$ cat src/include/decode_defines.svh
// Decode stage widths and opcodes

`ifndef DECODE_DEFINES_SVH
`define DECODE_DEFINES_SVH

////////////////////////////////////////////////////////////
// Widths fixed by the ISA
////////////////////////////////////////////////////////////

`define XLEN        32          // Data and PC width
`define REG_ADDR_W  5           // x0..x31

////////////////////////////////////////////////////////////
// RV32I major opcodes, instr[6:0]
////////////////////////////////////////////////////////////

`define OPC_LUI     7'b0110111
`define OPC_AUIPC   7'b0010111
`define OPC_JAL     7'b1101111
`define OPC_JALR    7'b1100111
`define OPC_BRANCH  7'b1100011  // BEQ..BGEU
`define OPC_LOAD    7'b0000011  // LB..LHU
`define OPC_STORE   7'b0100011  // SB, SH, SW
`define OPC_OP_IMM  7'b0010011  // ALU with immediate
`define OPC_OP      7'b0110011  // ALU register-register

// SYSTEM and MISC-MEM are not listed
// They fall to the invalid path in the decoder

`endif
$ cat src/hdl/decode_pkg.sv
// Decode stage types

`default_nettype none

package decode_pkg;

    ////////////////////////////////////////////////////////////
    // Operation codes sent to execute
    ////////////////////////////////////////////////////////////

    typedef enum logic [4:0] {
        NOP,                        // Bubble, also reset value
        LUI,
        ADD,                        // ADD, ADDI and AUIPC
        SUB,
        SLL,
        SLT,
        SLTU,
        XOR,
        SRL,
        SRA,
        OR,
        AND,
        JAL,
        JALR,
        BEQ, BNE, BLT, BGE, BLTU, BGEU,
        LB, LH, LW, LBU, LHU,
        SB, SH, SW,
        INVALID                     // Raises exception_o
    } op_e;

    ////////////////////////////////////////////////////////////
    // Instruction formats, pick immediate and operands
    ////////////////////////////////////////////////////////////

    typedef enum logic [2:0] {
        R_TYPE,                     // No immediate
        I_TYPE,
        S_TYPE,
        B_TYPE,
        U_TYPE,
        J_TYPE
    } format_e;

endpackage

`default_nettype wire

$ cat src/hdl/decode_stage.sv
// RV32I decode stage

`timescale 1ns/10ps
`default_nettype none

`include "decode_defines.svh"

module decode_stage (
    input  wire logic                   clk,
    input  wire logic                   reset,
    input  wire logic                   stall_i,            // Hold outputs and queue
    input  wire logic [`XLEN-1:0]       instruction_i,
    input  wire logic [`XLEN-1:0]       pc_i,
    input  wire logic [`XLEN-1:0]       rs1_data_i,         // Same-cycle bank read
    input  wire logic [`XLEN-1:0]       rs2_data_i,
    output logic [`REG_ADDR_W-1:0]      rs1_o,              // Bank read addresses
    output logic [`REG_ADDR_W-1:0]      rs2_o,
    output logic [`REG_ADDR_W-1:0]      rd_o,               // Bank write address
    output logic [`XLEN-1:0]            first_operand_o,
    output logic [`XLEN-1:0]            second_operand_o,
    output logic [`XLEN-1:0]            third_operand_o,
    output logic [`XLEN-1:0]            pc_o,
    output decode_pkg::op_e             op_o,
    output logic                        hazard_o,
    output logic                        exception_o         // Invalid encoding
);

    decode_pkg::op_e        op;
    decode_pkg::format_e    fmt;
    logic                   is_load;
    logic                   is_store;
    logic [`XLEN-1:0]       first_operand;
    logic [`XLEN-1:0]       second_operand;
    logic [`XLEN-1:0]       third_operand;
    logic [`REG_ADDR_W-1:0] rd_field;

    // Register fields straight from the word
    assign rs1_o    = instruction_i[19:15];
    assign rs2_o    = instruction_i[24:20];
    assign rd_field = instruction_i[11:7];

    ////////////////////////////////////////////////////////////
    // Decode, operands, locks
    ////////////////////////////////////////////////////////////

    op_decoder u_op_decoder (
        .instr_i    (instruction_i),
        .op_o       (op),
        .format_o   (fmt),
        .is_load_o  (is_load),
        .is_store_o (is_store)
    );

    operand_builder u_operand_builder (
        .instr_i    (instruction_i),
        .format_i   (fmt),
        .pc_i       (pc_i),
        .rs1_data_i (rs1_data_i),
        .rs2_data_i (rs2_data_i),
        .first_o    (first_operand),
        .second_o   (second_operand),
        .third_o    (third_operand)
    );

    reg_lock_queue u_reg_lock_queue (
        .clk        (clk),
        .reset      (reset),
        .stall_i    (stall_i),
        .rs1_i      (rs1_o),
        .rs2_i      (rs2_o),
        .rd_i       (rd_field),
        .is_load_i  (is_load),
        .is_store_i (is_store),
        .hazard_o   (hazard_o),
        .rd_o       (rd_o)
    );

    ////////////////////////////////////////////////////////////
    // Output register, reset > stall > bubble > accept
    ////////////////////////////////////////////////////////////

    always_ff @(posedge clk) begin
        if (reset || (!stall_i && hazard_o)) begin
            first_operand_o  <= '0;             // Reset and bubble look the same
            second_operand_o <= '0;
            third_operand_o  <= '0;
            pc_o             <= '0;
            op_o             <= decode_pkg::NOP;
            exception_o      <= 1'b0;
        end else if (!stall_i) begin
            first_operand_o  <= first_operand;
            second_operand_o <= second_operand;
            third_operand_o  <= third_operand;
            pc_o             <= pc_i;
            op_o             <= op;
            exception_o      <= (op == decode_pkg::INVALID);
        end
        // Stall keeps everything
    end

endmodule

`default_nettype wire

$ cat src/hdl/reg_lock_queue.sv
// Register and store lock queue

`timescale 1ns/10ps
`default_nettype none

`include "decode_defines.svh"

module reg_lock_queue (
    input  wire logic                       clk,
    input  wire logic                       reset,
    input  wire logic                       stall_i,        // Freeze both slots
    input  wire logic [`REG_ADDR_W-1:0]     rs1_i,
    input  wire logic [`REG_ADDR_W-1:0]     rs2_i,
    input  wire logic [`REG_ADDR_W-1:0]     rd_i,           // Current rd field
    input  wire logic                       is_load_i,
    input  wire logic                       is_store_i,
    output logic                            hazard_o,       // Issue a bubble
    output logic [`REG_ADDR_W-1:0]          rd_o            // Writeback address
);

    // Slot 0 is the instruction just accepted, slot 1 the one before
    logic [`REG_ADDR_W-1:0] lock_rd [2];
    logic                   lock_st [2];    // Slot holds a store

    logic                   src_hazard;
    logic                   mem_hazard;
    logic [`REG_ADDR_W-1:0] next_rd;
    logic                   next_st;

    ////////////////////////////////////////////////////////////
    // Hazard detection
    ////////////////////////////////////////////////////////////

    // Only the newest lock is checked, x0 never locks
    assign src_hazard = ((rs1_i != '0) && (rs1_i == lock_rd[0]))
                     || ((rs2_i != '0) && (rs2_i == lock_rd[0]));

    // Load waits for every store still in flight
    assign mem_hazard = is_load_i && (lock_st[0] || lock_st[1]);

    assign hazard_o = src_hazard || mem_hazard;

    // A bubble enqueues an empty slot
    assign next_rd = hazard_o ? '0 : rd_i;
    assign next_st = hazard_o ? 1'b0 : is_store_i;

    ////////////////////////////////////////////////////////////
    // Shift on every non-stalled edge
    ////////////////////////////////////////////////////////////

    always_ff @(posedge clk) begin
        if (reset) begin
            lock_rd[0] <= '0;
            lock_rd[1] <= '0;
            lock_st[0] <= 1'b0;
            lock_st[1] <= 1'b0;
        end else if (!stall_i) begin
            lock_rd[0] <= next_rd;
            lock_st[0] <= next_st;
            lock_rd[1] <= lock_rd[0];       // Older slot
            lock_st[1] <= lock_st[0];
        end
    end

    assign rd_o = lock_rd[1];   // Two accepted edges back

endmodule

`default_nettype wire

$ cat src/hdl/operand_builder.sv
// Immediate and operand select

`timescale 1ns/10ps
`default_nettype none

`include "decode_defines.svh"

module operand_builder (
    input  wire logic [`XLEN-1:0]       instr_i,
    input  wire decode_pkg::format_e    format_i,
    input  wire logic [`XLEN-1:0]       pc_i,
    input  wire logic [`XLEN-1:0]       rs1_data_i,     // From register bank
    input  wire logic [`XLEN-1:0]       rs2_data_i,     // From register bank
    output logic [`XLEN-1:0]            first_o,
    output logic [`XLEN-1:0]            second_o,
    output logic [`XLEN-1:0]            third_o
);

    logic [`XLEN-1:0] imm;

    ////////////////////////////////////////////////////////////
    // Immediate extraction
    ////////////////////////////////////////////////////////////

    always_comb begin
        case (format_i)
            decode_pkg::I_TYPE: imm = {{21{instr_i[31]}}, instr_i[30:20]};
            decode_pkg::S_TYPE: imm = {{21{instr_i[31]}}, instr_i[30:25], instr_i[11:7]};
            decode_pkg::B_TYPE: begin
                // Bit 11 sits at instr[7], LSB always zero
                imm = {{20{instr_i[31]}}, instr_i[7], instr_i[30:25],
                       instr_i[11:8], 1'b0};
            end
            decode_pkg::U_TYPE: imm = {instr_i[31:12], 12'b0};  // Upper 20 bits
            decode_pkg::J_TYPE: begin
                // Scrambled 20-bit offset, halfword aligned
                imm = {{12{instr_i[31]}}, instr_i[19:12], instr_i[20],
                       instr_i[30:21], 1'b0};
            end
            default:            imm = '0;                       // R_TYPE
        endcase
    end

    ////////////////////////////////////////////////////////////
    // Operand select per format
    ////////////////////////////////////////////////////////////

    always_comb begin
        case (format_i)
            decode_pkg::U_TYPE, decode_pkg::J_TYPE: begin
                first_o  = pc_i;        // AUIPC and JAL work off the PC
                second_o = imm;
                third_o  = imm;
            end
            decode_pkg::R_TYPE, decode_pkg::B_TYPE: begin
                first_o  = rs1_data_i;
                second_o = rs2_data_i;
                third_o  = imm;         // Branch offset, zero for R
            end
            decode_pkg::S_TYPE: begin
                first_o  = rs1_data_i;  // Base address
                second_o = imm;         // Offset
                third_o  = rs2_data_i;  // Store data
            end
            default: begin              // I_TYPE
                first_o  = rs1_data_i;
                second_o = imm;
                third_o  = imm;
            end
        endcase
    end

endmodule

`default_nettype wire

$ cat src/hdl/op_decoder.sv
// RV32I operation decoder

`timescale 1ns/10ps
`default_nettype none

`include "decode_defines.svh"

module op_decoder (
    input  wire logic [`XLEN-1:0]   instr_i,        // Raw instruction word
    output decode_pkg::op_e         op_o,           // Decoded operation
    output decode_pkg::format_e     format_o,       // Immediate format
    output logic                    is_load_o,      // LOAD major opcode
    output logic                    is_store_o      // STORE major opcode
);

    logic [6:0] opcode;
    logic [2:0] funct3;
    logic [6:0] funct7;

    // Per-class results, picked by the opcode below
    decode_pkg::op_e branch_op;
    decode_pkg::op_e load_op;
    decode_pkg::op_e store_op;
    decode_pkg::op_e op_imm_op;
    decode_pkg::op_e op_op;

    assign opcode = instr_i[6:0];
    assign funct3 = instr_i[14:12];
    assign funct7 = instr_i[31:25];

    ////////////////////////////////////////////////////////////
    // Class tables
    ////////////////////////////////////////////////////////////

    always_comb begin
        case (funct3)
            3'b000:  branch_op = decode_pkg::BEQ;
            3'b001:  branch_op = decode_pkg::BNE;
            3'b100:  branch_op = decode_pkg::BLT;
            3'b101:  branch_op = decode_pkg::BGE;
            3'b110:  branch_op = decode_pkg::BLTU;
            3'b111:  branch_op = decode_pkg::BGEU;
            default: branch_op = decode_pkg::INVALID;   // 010, 011 reserved
        endcase
    end

    always_comb begin
        case (funct3)
            3'b000:  load_op = decode_pkg::LB;
            3'b001:  load_op = decode_pkg::LH;
            3'b010:  load_op = decode_pkg::LW;
            3'b100:  load_op = decode_pkg::LBU;
            3'b101:  load_op = decode_pkg::LHU;
            default: load_op = decode_pkg::INVALID;
        endcase
    end

    always_comb begin
        case (funct3)
            3'b000:  store_op = decode_pkg::SB;
            3'b001:  store_op = decode_pkg::SH;
            3'b010:  store_op = decode_pkg::SW;
            default: store_op = decode_pkg::INVALID;
        endcase
    end

    // OP-IMM, funct7 only matters for the shifts
    always_comb begin
        op_imm_op = decode_pkg::INVALID;
        case (funct3)
            3'b000: op_imm_op = decode_pkg::ADD;        // ADDI
            3'b010: op_imm_op = decode_pkg::SLT;        // SLTI
            3'b011: op_imm_op = decode_pkg::SLTU;       // SLTIU
            3'b100: op_imm_op = decode_pkg::XOR;        // XORI
            3'b110: op_imm_op = decode_pkg::OR;         // ORI
            3'b111: op_imm_op = decode_pkg::AND;        // ANDI
            3'b001: begin
                if (funct7 == 7'b0000000) op_imm_op = decode_pkg::SLL;
            end
            default: begin                              // 101, right shifts
                if (funct7 == 7'b0000000) op_imm_op = decode_pkg::SRL;
                else if (funct7 == 7'b0100000) op_imm_op = decode_pkg::SRA;
            end
        endcase
    end

    // OP, alternate funct7 only for SUB and SRA
    always_comb begin
        op_op = decode_pkg::INVALID;
        if (funct7 == 7'b0000000) begin
            case (funct3)
                3'b000:  op_op = decode_pkg::ADD;
                3'b001:  op_op = decode_pkg::SLL;
                3'b010:  op_op = decode_pkg::SLT;
                3'b011:  op_op = decode_pkg::SLTU;
                3'b100:  op_op = decode_pkg::XOR;
                3'b101:  op_op = decode_pkg::SRL;
                3'b110:  op_op = decode_pkg::OR;
                default: op_op = decode_pkg::AND;
            endcase
        end else if (funct7 == 7'b0100000) begin
            if (funct3 == 3'b000) op_op = decode_pkg::SUB;
            else if (funct3 == 3'b101) op_op = decode_pkg::SRA;
        end
    end

    ////////////////////////////////////////////////////////////
    // Major opcode select and format
    ////////////////////////////////////////////////////////////

    always_comb begin
        op_o     = decode_pkg::INVALID;     // SYSTEM, MISC-MEM and unknown
        format_o = decode_pkg::R_TYPE;
        case (opcode)
            `OPC_LUI:    begin op_o = decode_pkg::LUI;  format_o = decode_pkg::U_TYPE; end
            `OPC_AUIPC:  begin op_o = decode_pkg::ADD;  format_o = decode_pkg::U_TYPE; end
            `OPC_JAL:    begin op_o = decode_pkg::JAL;  format_o = decode_pkg::J_TYPE; end
            `OPC_JALR:   begin op_o = decode_pkg::JALR; format_o = decode_pkg::I_TYPE; end
            `OPC_BRANCH: begin op_o = branch_op;        format_o = decode_pkg::B_TYPE; end
            `OPC_LOAD:   begin op_o = load_op;          format_o = decode_pkg::I_TYPE; end
            `OPC_STORE:  begin op_o = store_op;         format_o = decode_pkg::S_TYPE; end
            `OPC_OP_IMM: begin op_o = op_imm_op;        format_o = decode_pkg::I_TYPE; end
            `OPC_OP:     op_o = op_op;                  // Stays R_TYPE
            default:     ;
        endcase
    end

    // Memory flags from the opcode alone, for the lock queue
    assign is_load_o  = (opcode == `OPC_LOAD);
    assign is_store_o = (opcode == `OPC_STORE);

endmodule

`default_nettype wire

$ cat config.mk
export PLATFORM = sky130hd
export DESIGN_NAME = decode_stage
export DESIGN_NICKNAME = d
export VERILOG_FILES = /design/src/hdl/decode_pkg.sv /design/src/hdl/decode_stage.sv /design/src/hdl/reg_lock_queue.sv /design/src/hdl/operand_builder.sv /design/src/hdl/op_decoder.sv
export VERILOG_INCLUDE_DIRS = /design/src /design/src/include
export SDC_FILE = /design/constraint.sdc
export NUM_CORES = 1
export LEC_CHECK = 0
export BUFFER_PORTS_ARGS = -buffer_cell sky130_fd_sc_hd__clkbuf_2
export CAP_MARGIN = 20
export CELL_PAD_IN_SITES_DETAIL_PLACEMENT = 1
export CELL_PAD_IN_SITES_GLOBAL_PLACEMENT = 1
export CORE_MARGIN = 10
export CORE_UTILIZATION = 32
export CTS_CLUSTER_DIAMETER = 150
export DETAILED_ROUTE_END_ITERATION = 10
export PLACE_DENSITY = 0.78
export SLEW_MARGIN = 25
export SYNTH_ARGS = -nofsm -noshare
export SYNTH_HDL_FRONTEND = slang
export SYNTH_SLANG_ARGS = --single-unit
$ cat constraint.sdc
create_clock -name clk -period 1.7 [get_ports clk]
set_input_delay 0.17 -clock clk [delete_from_list [all_inputs] [get_ports clk]]
set_output_delay 0.17 -clock clk [all_outputs]
set_load 0.005 [all_outputs]
# == Word level (Yosys, flattened, before mapping) ==
# Memory sizes are Yosys's and may differ from the RTL's.
# Index checks and enable logic that the tools add are counted.
# Widths: inputs -> output; s select.
# word_totals
mem_bits_rw,12
n_memories,2
romBits,0
elab_cells,84
latchBits,0
regBits,134
# classes
reduce_logical,18
mul,0
order_cmp,0
eq_ne,25
shifts,0
n_addsub,0
bitwise,4
n_mux,29
n_div,0
# mem_list
name,depth,width,rd,rd_clocked_by_memory_dff,write_ports,line,rtl
u_reg_lock_queue.lock_rd,2,5,2,0,2,reg_lock_queue.sv:22,logic [`REG_ADDR_W-1:0] lock_rd [2];
u_reg_lock_queue.lock_st,2,1,2,0,2,reg_lock_queue.sv:23,logic lock_st [2];
# op_table
op,n
$pmux 32 s5,1
$mux 32,3
$mux 5,10
$pmux 5 s9,1
$pmux 5 s7,1
$pmux 5 s6,1
$eq 7x6->1 const B,4
$pmux 4 s7,1
$eq 7x7->1 const B,3
$pmux 4 s5,1
$eq 3x3->1 const B,6
$pmux 3 s5,1
$eq 7x5->1 const B,2
$eq 3x2->1 const B,4
$eq 5x5->1,2
$reduce_bool 5->1,2
$pmux 3 s3,1
$mux 1,8
$eq 7x2->1 const B,1
$logic_not 7->1,1
$eq 3x1->1 const B,2
$logic_not 3->1,2
$reduce_or 2->1,3
$eq 5x5->1 const B,1
5 further kinds,14

# == Depth between registers and ports, before layout ==
# Gate-level depths: netlist of run 1.
# depth
depth_word,7
ltp_mapped,10

# == By module ==
# Synthesis of run 1 repeated with hierarchy kept, for this count alone.
# hier_totals
hier_cells,878
area_unflattened_um2,7867.5
# by_module_without_submodules
module,seq_area_each_um2,area_per_inst_um2,instances,cells_per_inst
decode_stage,2682.6,4765.8,1,447
operand_builder,0.0,1813.0,1,276
reg_lock_queue,360.3,664.4,1,53
op_decoder,0.0,624.3,1,102

# == Worst setup path after synthesis of run 1 ==
# Ideal clock, no wire load.
# synth_timing
path_type,input to register
start,in instruction_i[14]
end,reg exception_o
stages,10
setup_time_ps,120
t_arrival_ps,1731
t_required_ps,1580
path_slack_ps,-151
path_buffers,1
cell_sequence,clkbuf_1 > inv_1 > ha_1 > nand2b_1 > o22ai_1 > a22o_1 > a21oi_1 > o311a_1 > nand4_1 > a21oi_1
# synth_between
elab_chain_len,7
word_cells_on_any_way,19
classes_between,eq/ne: 8; mux: 10; reduce/logical: 1
# synth_lines
element,line,rtl
"start, declared",decode_stage.sv:12,"input wire logic [`XLEN-1:0] instruction_i,"
$eq 3x3->1,--,
$mux 5,op_decoder.sv:103,else if (funct3 == 3'b101) op_op = decode_pkg::SRA;
$mux 5,op_decoder.sv:102,if (funct3 == 3'b000) op_op = decode_pkg::SUB;
$mux 5,op_decoder.sv:101,end else if (funct7 == 7'b0100000) begin
$mux 5,op_decoder.sv:90,if (funct7 == 7'b0000000) begin
$pmux 5 s9 (*),op_decoder.sv:114,case (opcode)
$eq 5x5->1 (*),decode_stage.sv:96,exception_o <= (op == decode_pkg::INVALID);
"end signal, assigned",decode_stage.sv:96,
"end, declared",decode_stage.sv:25,output logic exception_o
# Mark *: on every way between the ends. The rest lies on a longest branch, timed or not.
# A chain may end at the register's enable or synchronous reset.

==> results.tsv, run 1 <==
stage	metric	value	unit
status	outcome	finished, violations left	
status	failing checks	negative setup slack	
sta	Rel. slew slack	38.6	%
setup_path	delay-heaviest family, CP	buffers and inverters	
setup_path	r2r setup slk	-0.34	ns
floorplan	Rows	54	
setup_path	worst-case reg-to-reg path depth	9	
clocking	CTS Buf Count	17	
routing	via count	8032	
routing	DRC viols	0	
setup_path	CP Data Required Time	2.01	ns
setup_path	CP Depth	9	
floorplan	width of the die	170	um
sta	Tmin final	2.04	ns
synth	#FFs+latches synth	146	
clocking	Clock transition at path regs	0.07	ns
sta	Setup Viol. Count Final	141	
floorplan	Starting Density	32.8	%
hold_path	Hold Crit Depth	3	
sta	final worst path period share	120	%
global_route	first-pass GRT wire length	50.6	mm
synth	Seq/Total Area, Yosys	42.2	%
global_route	vias in the first global route	8517	
clocking	CTS HTree Levels	4	
setup_path	crit path capture type	flop	
final_layout	Post-layout nets	1354	
pwr	internal power	6.65	mW
sta	final worst slack	-0.340	ns
hold_path	Hold Crit Class	in2reg	
global_route	initial antenna violation count	1	
final_layout	Core Util, Final	50.5	%
placement	I/O Buffers	280	
run	maxcap violations	0	
synth	ys async rst share	0	%
setup_path	crit path DAT	2.35	ns
synth	synth unique cells	67	
synth	XOR/XNOR Fraction of Synth Area	1.22	%
synth	post-synthesis mux area share	9.72	%
sta	clock skew	0.0143	ns
synth	syn_area_per_cell	8.58	um2
clocking	# clock sinks	146	
pwr	Sequential Power Share	40.3	%
synth	Syn. warnings	0	
pwr	clock power share	40.4	%
synth	Post-synth top flop	dfxtp_1	
placement	Detailed Place HPWL	24.6	mm
synth	Mapped Cells	840	
pwr	static leakage	5.00	nW
routing	DR vias/cell	5.31	
synth	Synth Net Count	975	
pwr	Gate power share	19.4	%
setup_path	crit-path max FO	8	
synth	Synth Area in Compound Gates	21.1	%
clocking	Root Buffer	clkbuf_16	
routing	drt wl/cell	22.4	um
clocking	CTS max path bufs	2	
sta	fmax	490	MHz
pwr	total power	9.44	mW
setup_path	r2r startpoint	u_reg_lock_queue.lock_rd[0][1]	
sta	unrepaired setup endpoints after global routing	true	
final_layout	n_diodes	0	
final_layout	share of cells above drive strength 1	44.4	%
final_layout	design area	0.0111	mm2
setup_path	worst reg2reg endpoint	second_operand_o[7]	
setup_path	cells along the critical path	nor3_2 -> a21oi_2 -> o22ai_2 -> nor2_2 -> buf_4 -> o21bai_4 -> buf_12 -> bufbuf_16 -> nor3_1	
pwr	Worst VDD drop	0.509	mV
hold_path	Worst Min Path Start	pc_i[8]	
routing	Routed Antenna Nets	0	
sta	Slew @ Worst Pin	0.920	ns
sta	setup TNS	-40.82	ns
floorplan	Die Ht	170	um
pwr	Net Switching	2.79	mW
placement	GPL Wtd Cong	0.925	
floorplan	Die Area	0.0289	mm2
routing	wirelength, routed	33.8	mm
synth	main combinational cell family by area after synthesis	compound AO/OA/AOI/OAI gates	
placement	Post-Place Cell Area	0.00967	mm2
final_layout	register area	0.00304	mm2
routing	DRT iter0 DRCs	419	
setup_path	Buf/Inv on CP	3	
global_route	Total GRT Usage	22.2	%
final_layout	Finished Layout Cells	1512	
final_layout	multi-input logic area	0.00401	mm2
sta	final-report max-slew violation count	0	
pwr	pwr/cell area	851	mW/mm2
setup_path	Startpoint Class	flop	
routing	1st-pass router iterations	5	
sta	hold_ws	0.0195	ns
global_route	largest net degree at the start of global routing	69	
synth	Post-synth EDFFs	12	
pwr	Sw Share	29.6	%
synth	Synth Area in Adders	0.695	%
setup_path	Largest stage delay, worst path	0.51	ns
final_layout	fill cell count	2620	
setup_path	CP Class	reg2reg	
floorplan	# IOs	281	
hold_path	hold endpoint	pc_o[8]	
placement	placed instance count	1449	
final_layout	area growth from synthesis to final layout	54.0	%
floorplan	core area	0.0220	mm2
placement	pre-CTS WS	-0.296	ns
synth	Cell Area, Synth	0.00721	mm2
sta	final hold vios	0	
clocking	CTS tree	yes	
setup_path	CP max-delay cell	edfxtp_1	
global_route	GR Overflow Total	0	
synth	Post-Synth Simple-Gate Area	18.3	%
clocking	clk_lat worst skew	0.43	ns
layout make-up:
type,count,share of cell area [%]
well taps,280,3.16
inverters,10,0.361
repair buffers,441,27.6
clock buffers,20,4.31
clock inverters,12,1.01
multi-input cells,603,36.1
flip-flops and latches,146,27.4
tightest hold or removal path, delay by kind of cell:
kind | cells | cell delay [ns]
buffers and inverters | 1 | 0.09
multiplexers | 1 | 0.06
AND/OR/NAND/NOR | 1 | 0.09
cell usage in the layout, fill, tap and decap left out, types with 4 or more instances in the layout:
cell / n
o21bai_1: 9
xnor2_1: 9
a221oi_1: 25
a21oi_2: 5
dlygate4sd3_1: 7
edfxtp_1: 12
nand2b_1: 5
and2_4: 6
nand4_1: 4
o21ai_0: 26
o21a_1: 8
a221o_1: 8
inv_1: 6
nor2_1: 125
buf_6: 5
nor2_2: 24
clkinv_4: 4
buf_12: 17
o21ai_2: 4
a22o_1: 16
mux2i_1: 70
nor3_1: 14
nor2b_1: 5
and2_1: 8
nor3_2: 7
clkbuf_2: 278
buf_4: 123
buf_16: 5
clkbuf_16: 22
a221oi_2: 9
a21oi_1: 60
nand2_1: 68
inv_6: 4
dfxtp_1: 134
o21ai_1: 11
nor2_4: 8
nand3_1: 6
a31oi_1: 7
power groups by stage:
stage	Combinational (mW)	Sequential [mW]	Clock [mW]
6_report	1.83	3.80	3.81
5_1_grt	1.99	3.82	4.02
4_1_cts	1.69	3.80	3.87
3_5_place_dp	1.53	3.87	0
3_3_place_gp	1.49	3.86	0
2_1_floorplan	0.702	3.87	0
how the worst max path moves through the flow:
stage / endpoint / from / slack [ns]
6_report: second_operand_o[7] / u_reg_lock_queue.lock_rd[0][1] / -0.34
3_3_place_gp: third_operand_o[17] / instruction_i[6] / -0.22
5_1_grt: second_operand_o[7] / u_reg_lock_queue.lock_rd[0][1] / -0.43
4_1_cts: hazard_o / u_reg_lock_queue.lock_rd[0][0] / -0.25
2_1_floorplan: third_operand_o[1] / instruction_i[2] / 0.0002
3_5_place_dp: third_operand_o[11] / instruction_i[4] / -0.30
logic make-up after synthesis:
kind of cell             count (synthesis)
XOR/XNOR                                10
buffers and inverters                   91
AO/OA/AOI/OAI                          220
AND/OR/NAND/NOR                        299
flip-flops                             146
adder cells (fa/ha/maj)                  4
multiplexers                            70
metal layers:
metal	vias to the layer above	track usage, %	routed length (um)
met5	-	0	19
met4	2	10.6	1390
met3	62	5.30	1850
met2	242	37.3	16600
met1	3972	26.2	13900
li1	3754	-	-
synthesized netlist by cell type, drive strengths merged, types with 8 or more instances:
master / instances / area share [%]
buf: 56 / 4.8
inv: 9 / 0.47
a221oi: 35 / 4.5
clkbuf: 25 / 1.3
o21a: 8 / 0.83
nand2: 69 / 3.6
a21oi: 65 / 4.5
nor3: 22 / 1.8
edfxtp: 12 / 5.0
o21ai: 42 / 2.9
a22o: 16 / 1.9
dfxtp: 134 / 37
xnor2: 9 / 1.1
mux2i: 70 / 9.7
a221o: 8 / 1.1
nor2: 157 / 8.2
and2: 14 / 1.2
o21bai: 10 / 1.2
registers in the layout, summed over array words and instances (netlist names):
register,count
second_operand_o,32
third_operand_o,32
exception_o,1
first_operand_o,32
op_o,5
u_reg_lock_queue.lock_st,2
u_reg_lock_queue.lock_rd,10
pc_o,32
repair_timing:
| item | 4_1_cts | 5_1_grt |
|---|---|---|
| setup buffers | 13 | 5 |
| resized for setup | 17 | 91 |
| gates cloned | 6 | 4 |
| hold buffers | 7 | 0 |
| endpoints found under the hold margin | 7 | 0 |
| setup endpoints to repair | 139 | 141 |
| pin swaps | 10 | 20 |
Power figures use the tool's default switching activity.
==> inputs of run 2 (changes only) <==
Settings changed: SKIP_CTS_REPAIR_TIMING set to 1.
==> results.tsv, run 2 (same netlist as run 1, synthesis figures left out) <==
stage	metric	value	unit
status	outcome	finished, violations left	
status	failing checks	negative setup slack	
pwr	clock power share	40.9	%
setup_path	Startpoint Class	flop	
pwr	Sw Share	29.1	%
routing	DRT iter0 DRCs	411	
setup_path	Buf/Inv on CP	3	
setup_path	worst-case reg-to-reg path depth	9	
placement	I/O Buffers	280	
sta	Setup Viol. Count Final	137	
placement	placed instance count	1449	
setup_path	crit path capture type	flop	
final_layout	Finished Layout Cells	1492	
pwr	static leakage	4.82	nW
pwr	Net Switching	2.69	mW
clocking	Clock transition at path regs	0.07	ns
global_route	Total GRT Usage	21.1	%
floorplan	width of the die	170	um
pwr	internal power	6.54	mW
final_layout	most frequent cells in the layout	clkbuf_2 (278), nor2_1 (145), dfxtp_1 (134)	
floorplan	Die Ht	170	um
routing	1st-pass router iterations	7	
sta	fmax	507	MHz
floorplan	# IOs	281	
global_route	initial antenna violation count	2	
global_route	vias in the first global route	8256	
final_layout	commonest non-fill, non-tap cell in the layout	clkbuf_2	
setup_path	cells along the critical path	xnor2_1 -> nand4_1 -> o22ai_2 -> nor2_2 -> buf_4 -> o21bai_4 -> buf_12 -> buf_16 -> nor2_1	
sta	final hold vios	0	
placement	pre-CTS WS	-0.296	ns
setup_path	CP max-delay cell	edfxtp_1	
final_layout	area growth from synthesis to final layout	47.5	%
clocking	CTS Buf Count	17	
pwr	pwr/cell area	868	mW/mm2
sta	hold_ws	0.00672	ns
setup_path	CP Class	reg2reg	
clocking	CTS HTree Levels	4	
routing	Routed Antenna Nets	0	
final_layout	Post-layout nets	1333	
setup_path	CP Depth	9	
routing	wirelength, routed	32.0	mm
placement	Detailed Place HPWL	24.6	mm
floorplan	Rows	54	
global_route	GR Overflow Total	0	
global_route	largest net degree at the start of global routing	69	
sta	final worst slack	-0.274	ns
setup_path	delay-heaviest family, CP	buffers and inverters	
setup_path	CP Data Required Time	2.00	ns
sta	clock skew	0.0113	ns
final_layout	Core Util, Final	48.4	%
sta	Rel. slew slack	51.9	%
placement	GPL Wtd Cong	0.925	
hold_path	Hold Crit Depth	3	
floorplan	Die Area	0.0289	mm2
pwr	Worst VDD drop	0.503	mV
floorplan	Starting Density	32.8	%
hold_path	Hold Crit Class	in2reg	
global_route	first-pass GRT wire length	48.3	mm
sta	Slew @ Worst Pin	0.722	ns
routing	drt wl/cell	21.5	um
clocking	# clock sinks	146	
routing	via count	7837	
sta	final worst path period share	116	%
final_layout	share of cells above drive strength 1	41.6	%
pwr	total power	9.22	mW
setup_path	Largest stage delay, worst path	0.45	ns
routing	DRC viols	0	
sta	Tmin final	1.97	ns
clocking	Root Buffer	clkbuf_16	
routing	DR vias/cell	5.25	
clocking	CTS max path bufs	2	
setup_path	crit-path max FO	40	
pwr	Gate power share	17.9	%
clocking	clk_lat worst skew	0.43	ns
pwr	Sequential Power Share	41.2	%
sta	unrepaired setup endpoints after global routing	true	
clocking	CTS tree	yes	
floorplan	core area	0.0220	mm2
sta	final-report max-slew violation count	0	
setup_path	crit path DAT	2.28	ns
run	maxcap violations	0	
[run 2: per-layer routing]
layer	track usage, %	part of all wire, %	vias to the layer above
met4	9.38	3.7	2
met2	35.7	50	233
li1	-	-	3707
met1	24.9	41	3844
met5	0	0.041	-
met3	4.91	5.2	51
[run 2: path summary, 6_finish.rpt]
kind | startpoint | endpoint | slack [ns]
hold / removal | pc_i[31] | pc_o[31] | 0.007
hold reg to reg | third_operand_o[20] | third_operand_o[20] | 0.45
setup / recovery | u_reg_lock_queue.lock_rd[0][2] | first_operand_o[11] | -0.27
setup reg to reg | u_reg_lock_queue.lock_rd[0][2] | first_operand_o[11] | -0.27
[run 2: stage by stage]
stage | cell area [um2] | setup TNS [ns]
global placement | 9670 | -19.91
floorplan | 7230 | 0
finish | 10600 | -27.15
global route | 10600 | -40.99
CTS | 10300 | -26.57
detailed placement | 9670 | -27.27
[run 2: power groups by stage]
stage,Clock [mW],Sequential (mW),Combinational [mW]
after floorplan,0,3.87,0.702
after global placement,0,3.86,1.49
after detailed placement,0,3.87,1.53
after CTS,3.87,3.80,1.54
after global routing,4.02,3.82,1.80
final,3.77,3.80,1.65
[run 2: layout make-up]
cell class	count	area (um2)
fill	2658	11300
multi-input combinational	603	3910
sequential	146	3040
timing repair buffer	420	2700
clock buffer	20	478
tap	280	350
clock inverter	12	113
inverter	10	40.0
antenna	1	2.50
[run 2: tightest hold or removal path, delay by kind of cell]
family	cells	cell delay [ns]
buffers and inverters	1	0.09
and+or+nand+nor	1	0.07
muxes	1	0.06
==> inputs of run 3 (changes only) <==
==> constraint.sdc (replaced) <==
create_clock -name clk -period 1.7 [get_ports clk]
set_input_delay 0 -clock clk [delete_from_list [all_inputs] [get_ports clk]]
set_output_delay 0 -clock clk [all_outputs]
set_load 0.005 [all_outputs]
==> results.tsv, run 3 (same netlist as run 1, synthesis figures left out) <==
stage	metric	value	unit
status	outcome	finished, violations left	
status	failing checks	negative hold slack, negative setup slack	
floorplan	Die Area	0.0289	mm2
routing	1st-pass router iterations	6	
pwr	pwr/cell area	849	mW/mm2
placement	placed instance count	1420	
setup_path	crit path capture type	flop	
final_layout	area growth from synthesis to final layout	55.9	%
floorplan	Die Ht	170	um
final_layout	Post-layout nets	1392	
global_route	largest net degree at the start of global routing	80	
sta	Setup Viol. Count Final	133	
hold_path	Hold Crit Class	in2reg	
clocking	CTS tree	yes	
floorplan	width of the die	170	um
setup_path	crit-path max FO	14	
sta	final hold vios	9	
routing	via count	8258	
setup_path	Startpoint Class	flop	
placement	GPL Wtd Cong	0.928	
routing	DR vias/cell	5.33	
clocking	Clock transition at path regs	0.07	ns
pwr	Sequential Power Share	39.9	%
sta	final-report max-slew violation count	0	
global_route	initial antenna violation count	1	
run	maxcap violations	0	
setup_path	CP max-delay cell	edfxtp_1	
routing	drt wl/cell	22.6	um
clocking	clk_lat worst skew	0.42	ns
routing	DRT iter0 DRCs	626	
final_layout	commonest non-fill, non-tap cell in the layout	clkbuf_2	
sta	final worst slack	-0.189	ns
floorplan	# IOs	281	
sta	Tmin final	1.89	ns
sta	Rel. slew slack	50.6	%
clocking	Root Buffer	clkbuf_16	
pwr	clock power share	41.3	%
routing	DRC viols	0	
final_layout	Finished Layout Cells	1550	
sta	final worst path period share	111	%
floorplan	Starting Density	32.8	%
global_route	first-pass GRT wire length	45.6	mm
final_layout	share of cells above drive strength 1	36.6	%
pwr	total power	9.54	mW
pwr	Sw Share	28.2	%
sta	clock skew	0.0111	ns
placement	I/O Buffers	280	
routing	Routed Antenna Nets	0	
setup_path	delay-heaviest family, CP	compound AO/OA/AOI/OAI gates	
sta	hold_ws	-0.0447	ns
pwr	Gate power share	18.8	%
routing	wirelength, routed	35.1	mm
setup_path	CP Class	reg2reg	
global_route	Total GRT Usage	20.1	%
pwr	Worst VDD drop	0.553	mV
clocking	CTS max path bufs	2	
global_route	vias in the first global route	8037	
setup_path	cells along the critical path	nor3_1 -> a21oi_1 -> o22ai_2 -> nor2_4 -> o21bai_4 -> buf_12 -> clkbuf_16 -> nor2_1	
floorplan	core area	0.0220	mm2
setup_path	CP Data Required Time	2.00	ns
setup_path	Largest stage delay, worst path	0.46	ns
sta	unrepaired setup endpoints after global routing	true	
global_route	GR Overflow Total	0	
placement	Detailed Place HPWL	24.0	mm
pwr	internal power	6.85	mW
clocking	# clock sinks	146	
setup_path	Buf/Inv on CP	2	
sta	fmax	529	MHz
pwr	static leakage	5.08	nW
sta	Slew @ Worst Pin	0.740	ns
pwr	Net Switching	2.69	mW
floorplan	Rows	54	
clocking	CTS HTree Levels	4	
final_layout	most frequent cells in the layout	clkbuf_2 (278), nor2_1 (150), dfxtp_1 (134)	
clocking	CTS Buf Count	17	
setup_path	crit path DAT	2.19	ns
[run 3: cell types whose count changed in the layout (fill, tap and decap cells not counted), moves of 4 or more]
cell,delta
nor3_2,-5
dlygate4sd3_1,+85
o21ai_1,-4
buf_12,-4
buf_6,+4
nor3_1,+5
nor2_1,+5
nor2_4,-4
buf_4,-29
o21ai_2,+6
[run 3: power by group through the flow]
stage	Combinational [mW]	Clock (mW)	Sequential, mW
3_5_place_dp	1.46	0	3.87
6_report	1.80	3.94	3.80
5_1_grt	1.94	4.17	3.83
4_1_cts	1.46	4.02	3.79
2_1_floorplan	0.695	0	3.87
3_3_place_gp	1.42	0	3.86
[run 3: stage by stage]
step                      instance area (um2)  setup TNS (ns)  util, %  worst slack [ns]
after CTS                               10000          -11.88     45.6            -0.201
after detailed placement                 9390          -14.10     42.8            -0.165
after global routing                    11200          -29.65     51.2            -0.276
after global placement                   9390           -2.40     42.8           -0.0867
after floorplan                          7210               0        -            0.0194
final                                   11200          -16.39     51.2            -0.189
[run 3: final timing paths]
kind / slack [ns] / from / endpoint / cells after the start
worst max-delay path: -0.19 / u_reg_lock_queue.lock_rd[0][1] / pc_o[15] / 8
worst min-delay path: -0.04 / rs1_data_i[16] / first_operand_o[16] / 5
worst max register to register: -0.19 / u_reg_lock_queue.lock_rd[0][1] / pc_o[15] / 8
worst min register to register: 0.47 / third_operand_o[25] / third_operand_o[25] / 2
[run 3: cell type report]
class,instances,area (um2)
diodes,1,2.50
clock buffers,19,464
clock inverters,12,148
fillers,2575,10700
inverters,10,37.5
multi-input cells,603,3830
flip-flops and latches,146,3040
well taps,280,350
repair buffers,479,3360
[run 3: routing by layer]
| metal | vias to the layer above | GRT usage (%) | part of all wire, % |
|---|---|---|---|
| li1 | 3823 | - | - |
| met1 | 4048 | 22.8 | 39 |
| met2 | 306 | 35.4 | 51 |
| met3 | 81 | 4.86 | 5.8 |
| met4 | 0 | 8.39 | 4.0 |
| met5 | - | 0 | 0 |
[run 3: worst reg2reg max path, stage by stage, from the launching register on]
cell and delay (ns):
edfxtp_1 0.46, nor3_1 0.28, a21oi_1 0.09, o22ai_2 0.22, nor2_4 0.09, o21bai_4 0.19, buf_12 0.19, clkbuf_16 0.19
nor2_1 0.08
